<file path="src/common/simd_pkg.sv">
// Shared types and constants of the SIMD integer execution unit
// Covers value widths, byte masks, opcodes, precision codes and fault codes

package simd_pkg;

	// ====================
	// Widths
	// ====================

	// One operand, result or exception vector of the 64-bit core
	localparam int VALUE_BITS = 64;

	// Number of bytes in one value, one copy-mask bit per byte
	localparam int BYTES = VALUE_BITS / 8;

	// Lane counts for each supported precision
	localparam int LANES16 = VALUE_BITS / 16;
	localparam int LANES32 = VALUE_BITS / 32;
	localparam int LANES64 = VALUE_BITS / 64;

	typedef logic [VALUE_BITS-1:0] value_t;

	// A set bit keeps the target byte instead of the result byte
	typedef logic [BYTES-1:0] byte_mask_t;

	// ====================
	// Operations
	// ====================

	typedef logic [2:0] alu_op_t;

	localparam alu_op_t OP_ADD = 3'd0;
	localparam alu_op_t OP_SUB = 3'd1;
	localparam alu_op_t OP_AND = 3'd2;
	localparam alu_op_t OP_OR  = 3'd3;
	localparam alu_op_t OP_XOR = 3'd4;
	localparam alu_op_t OP_SLL = 3'd5;
	localparam alu_op_t OP_SRL = 3'd6;
	// Iterative, finishes with mul_done
	localparam alu_op_t OP_MUL = 3'd7;

	// Lane width selection, code 3 is not a legal precision
	typedef enum logic [1:0] {
		PRC_WYDE  = 2'd0,
		PRC_TETRA = 2'd1,
		PRC_OCTA  = 2'd2
	} prec_t;

	// Exception code reported in every byte of a lane
	typedef logic [7:0] fault_t;

	localparam fault_t FLT_NONE  = 8'h00;
	// Signed overflow on add or subtract
	localparam fault_t FLT_OFLOW = 8'h21;

endpackage

</file>
<file path="src/meta_alu/lane_mul.sv">
// Iterative shift-and-add multiplier for one SIMD lane
// Takes one cycle per operand bit and returns the low half of the product

module lane_mul #(
	parameter int WIDTH = 16
) (
	input  logic             clk,
	input  logic             arst_n,
	input  logic             start,
	input  logic [WIDTH-1:0] a,
	input  logic [WIDTH-1:0] b,
	output logic [WIDTH-1:0] p,
	output logic             done
);

	typedef enum logic {
		IDLE,
		RUN
	} mul_state_t;

	mul_state_t               state;
	logic [$clog2(WIDTH)-1:0] cnt;
	// Running sum of the partial products
	logic [WIDTH-1:0]         acc;
	// Multiplicand moves left, multiplier moves right, one bit per cycle
	logic [WIDTH-1:0]         mcand;
	logic [WIDTH-1:0]         mplier;

	// Control state, cleared by reset
	always_ff @(posedge clk or negedge arst_n) begin
		if (!arst_n) begin
			state <= IDLE;
			cnt   <= '0;
			done  <= 1'b0;
		end else if (start) begin
			// A new start aborts any running product and drops done
			state <= RUN;
			cnt   <= '0;
			done  <= 1'b0;
		end else if (state == RUN) begin
			cnt <= cnt + 1'b1;
			// WIDTH is a power of two, so an all-ones count marks the last bit
			if (&cnt) begin
				state <= IDLE;
				done  <= 1'b1;
			end
		end
	end

	// Datapath, the last partial product lands on the edge where done rises
	always_ff @(posedge clk) begin
		if (start) begin
			acc    <= '0;
			mcand  <= a;
			mplier <= b;
		end else if (state == RUN) begin
			if (mplier[0])
				acc <= acc + mcand;
			mcand  <= mcand << 1;
			mplier <= mplier >> 1;
		end
	end

	assign p = acc;

	// A finished product never overlaps a running one
	a_done_not_busy: assert property (@(posedge clk) disable iff (!arst_n)
		!(done && state == RUN));

endmodule

</file>
<file path="src/meta_alu/lane_alu.sv">
// One lane of the SIMD execution unit
// Registers single-cycle results with their overflow fault and hosts the lane multiplier

module lane_alu
	import simd_pkg::*;
#(
	parameter int WIDTH = 16
) (
	input  logic             clk,
	input  logic             arst_n,
	input  logic             issue,
	input  alu_op_t          op,
	input  logic [WIDTH-1:0] a,
	input  logic [WIDTH-1:0] b,
	output logic [WIDTH-1:0] r,
	output fault_t           fault,
	output logic             mul_done
);

	logic [WIDTH-1:0]         sum;
	logic [WIDTH-1:0]         diff;
	logic [$clog2(WIDTH)-1:0] shamt;
	logic [WIDTH-1:0]         res_d;
	logic                     ovf_d;
	logic [WIDTH-1:0]         res_q;
	logic [WIDTH-1:0]         prod;
	logic                     mul_fin;
	alu_op_t                  op_q;

	// ====================
	// Single-cycle operations
	// ====================

	assign sum  = a + b;
	assign diff = a - b;

	// Shifts wrap the amount at the lane width
	assign shamt = b[$clog2(WIDTH)-1:0];

	always_comb begin
		res_d = '0;
		ovf_d = 1'b0;
		case (op)
			OP_ADD: begin
				res_d = sum;
				// Like signs in, different sign out
				ovf_d = (a[WIDTH-1] == b[WIDTH-1]) && (sum[WIDTH-1] != a[WIDTH-1]);
			end
			OP_SUB: begin
				res_d = diff;
				// Unlike signs in, result sign differs from a
				ovf_d = (a[WIDTH-1] != b[WIDTH-1]) && (diff[WIDTH-1] != a[WIDTH-1]);
			end
			OP_AND: res_d = a & b;
			OP_OR:  res_d = a | b;
			OP_XOR: res_d = a ^ b;
			OP_SLL: res_d = a << shamt;
			OP_SRL: res_d = a >> shamt;
			// The multiplier supplies the result later
			default: res_d = '0;
		endcase
	end

	// Result, fault and opcode are held until the next issue
	always_ff @(posedge clk or negedge arst_n) begin
		if (!arst_n) begin
			op_q  <= OP_ADD;
			res_q <= '0;
			fault <= FLT_NONE;
		end else if (issue) begin
			op_q  <= op;
			res_q <= res_d;
			fault <= ovf_d ? FLT_OFLOW : FLT_NONE;
		end
	end

	// ====================
	// Multiplier
	// ====================

	lane_mul #(
		.WIDTH (WIDTH)
	) u_mul (
		.clk    (clk),
		.arst_n (arst_n),
		.start  (issue && (op == OP_MUL)),
		.a      (a),
		.b      (b),
		.p      (prod),
		.done   (mul_fin)
	);

	// The product shows while the last issued op is a multiply
	assign r = (op_q == OP_MUL) ? prod : res_q;

	// A finished product stays flagged only until the next issue of any op
	assign mul_done = mul_fin && (op_q == OP_MUL);

endmodule

</file>
<file path="config.mk">
export PLATFORM = sky130hd
export DESIGN_NAME = lane_alu
export DESIGN_NICKNAME = d
export VERILOG_FILES = /design/src/common/simd_pkg.sv /design/src/meta_alu/lane_mul.sv /design/src/meta_alu/lane_alu.sv
export SDC_FILE = /design/constraint.sdc
export NUM_CORES = 1
export LEC_CHECK = 0
export ABC_AREA = 1
export BUFFER_PORTS_ARGS = -buffer_cell sky130_fd_sc_hd__buf_2
export CAP_MARGIN = 20
export CORE_ASPECT_RATIO = 1.5
export CORE_MARGIN = 1
export CORE_UTILIZATION = 35
export CTS_CLUSTER_DIAMETER = 40
export DETAILED_ROUTE_END_ITERATION = 8
export GPL_ROUTABILITY_DRIVEN = 0
export GPL_TIMING_DRIVEN = 0
export PLACE_DENSITY = 0.53
export SLEW_MARGIN = 10
export SYNTH_ARGS = -nofsm -noshare
export SYNTH_HDL_FRONTEND = slang
export SYNTH_SLANG_ARGS = --single-unit
</file>
<file path="constraint.sdc">
create_clock -name clk -period 2.15 [get_ports clk]
set_input_delay 0.215 -clock clk [delete_from_list [all_inputs] [get_ports clk]]
set_output_delay 0.215 -clock clk [all_outputs]
set_load 0.01 [all_outputs]
</file>
**Word level (Yosys, flattened, before mapping)**

Cells that the tools add are included.

- Logic and storage cells: 56
- Bits in registers: 81
- Input port bits: 38

- Reduce and logical (&&, ||, !) cells: 10
- Shifts and indexed selects: 2
- Mux-type cells: 16
- Add/sub/neg operators: 4
- Equality and inequality tests: 12
- Bitwise logic cells: 3

Operator list:

| cell | number |
|---|---|
| $pmux 16 s7 | 1 |
| $mux 16 | 5 |
| $add 16x16->16 | 2 |
| $and 16x16->16 | 1 |
| $or 16x16->16 | 1 |
| $shl 16x4->16 | 1 |
| $shr 16x4->16 | 1 |
| $sub 16x16->16 | 1 |
| $xor 16x16->16 | 1 |
| $eq 3x3->1 const B | 5 |
| $mux 4 | 2 |
| $eq 3x2->1 const B | 2 |
| $mux 1 | 6 |
| $mux 6 | 1 |
| $add 4x1->4 const B | 1 |
| $logic_and 1x1->1 | 4 |
| $reduce_and 2->1 | 2 |
| $reduce_and 4->1 | 1 |
| $reduce_bool 2->1 | 2 |
| $eq 3x1->1 const B | 1 |
| $logic_not 3->1 | 1 |
| $ne 1x1->1 | 3 |
| $pmux 1 s2 | 1 |
| $eq 1x1->1 | 1 |

**Depth between registers and ports, before layout**

- Depth in word-level cells: 5
- Mapped depth: 17

**Cells and area by module**

From an unflattened synthesis, not the netlist that was laid out.

- Cell total of the unflattened synthesis: 1348
- Area total of the unflattened synthesis: 8140.3 sq um

By module, submodules not included:

| module | area each (sq um) | instances | cells each |
|---|---|---|---|
| lane_alu | 5007.3 | 1 | 926 |
| lane_mul | 3133.0 | 1 | 422 |

**Worst setup path before layout**

No wires, ideal clock.

- Path kind: input -> register
- Start: input port b[2]
- End: register res_q[15]
- Stages: 17
- Path slack: 0.024 ns
- Arrival: 2.009 ns
- Required time: 2.033 ns
- Cell sequence: buf_2 > clkinv_1 > clkbuf_1 > ha_1 > buf_2 > nor2_1 > nand2_1 > nand3_1 > nand2_1 > nand2_1 > nand2_1 > nand2_1 > nand2_1 > nand3_1 > nand3_1 > nand2_1 > nand2_1

- Word-level cells in the longest chain between the ends: 2
- Elaborated cells on any way between the ends: 5
- Classes of those cells: 2 x add/sub; 2 x shift; 1 x mux

RTL lines:

| item | line | text |
|---|---|---|
| start, declared | lane_alu.sv:14 | `input logic [WIDTH-1:0] b,` |
| $sub 16x16->16, or another cell as far along | lane_alu.sv:35 | `assign diff = a - b;` |
| $pmux 16 s7 * | lane_alu.sv:43 | `case (op)` |
| end signal, assigned | lane_alu.sv:72 | `res_q <= res_d;` |
| end, declared | lane_alu.sv:25 | `logic [WIDTH-1:0] res_q;` |

Every way passes the cells marked *; elsewhere a longest branch is shown, timed or not.
A chain may end at the register's enable or synchronous reset.

**Worst setup path in the final report**

- Start: input port b[1]
- End: register res_q[12]

The elaborated chain is that of the path after synthesis.

==> metrics <==
number of I/O pins=63; WL final=32100 um; setup bufs post-CTS=0; post-synthesis xor/xnor area fraction=0.0100; wire per inst=19.7 um; Hold Crit Class=in -> reg; Die H=186 um; layout cells sized above 1=0.105; DRC Markers=0; setup violators final=0; largest family of logic cells by synthesized area=simple AND/OR/NAND/NOR gates; vias in the first global route=8634; CTS clk-pin slew, worst paths=0.06 ns; Clock Power Share=0.182; synth warn=0; startpoint types=primary input; required time worst endpoint=2.37 ns; core area=21900 sq um; worst vdd ir=0.000417 V; Max clock buf depth=2; Final Hold Viols=0; nets=1460; Psw=4.11 mW; sw frac=0.465; initial DRC count=712; CP arrival=2.27 ns; grt total ovfl=0; Design Area, Final=8900 sq um; die width=124 um; GRT Util Overall=0.283; DR vias=8763; first-pass GRT wire length=49500 um; FP Rows=66; First-pass DRT Iterations=5; Post-DRT Antenna Nets=0; IO Port Bufs=55; FF-to-FF setup slack=0.21 ns; area grow syn2layout=13.1%; Layout Cells excl Fill=1629; RSZ-0062 raised after global routing=yes; max-cap violations=0; compound-cell area share of the yosys netlist=0.125; dpl cells=1614; Seq pwr share=0.294; die area=23100 sq um; Combinational Power Share=0.525; Leakage=4.73 nW; Fmax=0.489 GHz; Worst-Skew Late Latency=0.33 ns; area share of and/or/nand/nor cells after synthesis=0.383; status=complete, no violations; register bit count reported by yosys=74; Synth Area in Adders=0.114; vias per cell=5.38; worst-path maximum fanout=13; hold wc startpoint=issue; total power=8.85 mW; Initial Util=0.359; synthesized area per cell=6.14 sq um; placed inst area=8500 sq um; Final Max Slew Viols=0; htree depth=3; Worst-Margin Slew=0.828 ns; Cell Int Power=4.74 mW; CP Launch Point=b[1]; Root Buffer=clkbuf_16; pwr dens=995 nW/um^2; ant diodes=0; hpwl dp=26200 um; pin count of the biggest net entering global routing=34; reg-to-reg startpoint=u_mul.mcand[2]; mux share of post-synthesis cell area=0.00573; CTS tree=done; cell count after synthesis=1282; post-route minimum period=2.05 ns; clock buffer count from CTS=9; Final period util=0.951; sequential share of the synthesized area=0.246; synth unique cells=37; Cell Area, Synth=7870 sq um; clk_skew=0.0112 ns; antenna violations before repair=0; Slew HR=0.448; Sinks on Clock Net=74; WS Path Type=in -> reg; CP endpoint kind=flop
[state kept, by name, indices dropped and copies added (netlist names)]
signal        cells
res_q            16
u_mul.mcand      16
u_mul.mplier     16
u_mul.p          16
u_mul.cnt         4
op_q              3
fault             1
u_mul.done        1
u_mul.state       1
[layer usage]
metal  vias to the layer above  wire length, um  global-route usage
li1                       4292                -                   -
met5                         -                0                   0
met2                       310            16400               0.534
met4                         0             2290               0.188
met3                       109             1260              0.0273
met1                      4052            12200               0.298
[cells in the final DEF (no fill, tap or decap), drive strengths merged, types with 5 or more instances in the layout]
cell,n
nand2,403
inv,167
nand3,166
nor2,98
o21ai,91
buf,87
a21oi,70
ha,67
clkbuf,35
edfxtp,32
dfrtp,26
nand4,18
dfxtp,16
nor3,16
o211ai,9
xor2,8
or2,7
o22ai,7
and2,6
conb,6
o21bai,5
[power groups by stage]
stage | sequential [mW] | clock [mW] | combinational [mW]
after floorplan | 2.45 | 0 | 3.29
after global placement | 2.62 | 0 | 4.50
after detailed placement | 2.63 | 0 | 4.53
after CTS | 2.61 | 1.62 | 4.55
after global routing | 2.67 | 1.66 | 5.33
final | 2.60 | 1.61 | 4.65
[metrics by stage]
step           setup TNS [ns]  utilization  setup WS (ns)  hold slack [ns]
3_5_place_dp           -17.84        0.388         -0.886            0.268
3_3_place_gp           -17.07        0.388         -0.896            0.268
5_1_grt               -0.0183        0.407        -0.0183            0.244
6_report                    0        0.407          0.105            0.222
2_1_floorplan               0            -         0.0236          -0.0806
4_1_cts                     0        0.404         0.0116            0.217
[cell type report]
class	count	area, sq um
Fill cell	2463	13000
Multi-Input combinational cell	990	5080
Sequential cell	74	1930
Inverter	165	629
Tap cell	272	340
Buffer	56	310
Timing Repair Buffer	56	288
Clock buffer	11	275
Clock inverter	5	40.0
[synthesized netlist by cell type, drive strengths merged]
cell type  instances  share of area
dfxtp             16          0.041
conb               1        0.00048
a21oi             70          0.045
nand3            166           0.11
ha                67           0.11
clkbuf            23          0.011
o22ai              7         0.0056
o21a               1        0.00095
nand4             18          0.014
o211ai             9         0.0086
mux2               4         0.0057
or2                7         0.0056
nor3              16          0.011
edfxtp            32           0.12
fa                 3         0.0076
nand2            403           0.19
o21bai             5         0.0048
xnor2              1         0.0011
xor2               8         0.0089
dfrtp             26          0.083
o21ai             91          0.058
buf               35          0.026
and2               6         0.0048
clkinv             2        0.00095
a21o               2         0.0019
inv              163          0.078
nor2              98          0.047
o31ai              1        0.00095
nor4               1        0.00080
[worst paths after layout]
path	to	cells past startpoint
max	res_q[12]	13
min	op_q[2]	4
max reg2reg	u_mul.p[7]	10
min reg2reg	res_q[7]	2
max in group asynchronous	res_q[6]	2
min in group asynchronous	res_q[10]	2
[critical path, cell delays in order]
cell and delay [ns]:
buf_2 0.11, inv_1 0.07, buf_6 0.15, buf_12 0.15
fa_1 0.47, o21ai_1 0.34, nand3_1 0.16, nand3_1 0.10
nand2_1 0.05, nand3_1 0.06, nand3_1 0.17, nand2_1 0.14
nand2_1 0.05
[cell families after synthesis]
kind of cell	count (synthesis)
other	1
DFF	74
and+or+nand+nor	715
adders and majority gates	70
AOI/OAI and AO/OA	186
muxes	4
xor gates and xnor gates	9
buffers and inverters	223
[timing repair]
item,4_1_cts,5_1_grt
hold buffers,1,0
gates resized for setup,7,25
endpoints found under the hold margin,26,0
endpoints found under the setup margin,25,17
Power figures use the tool's default switching activity.
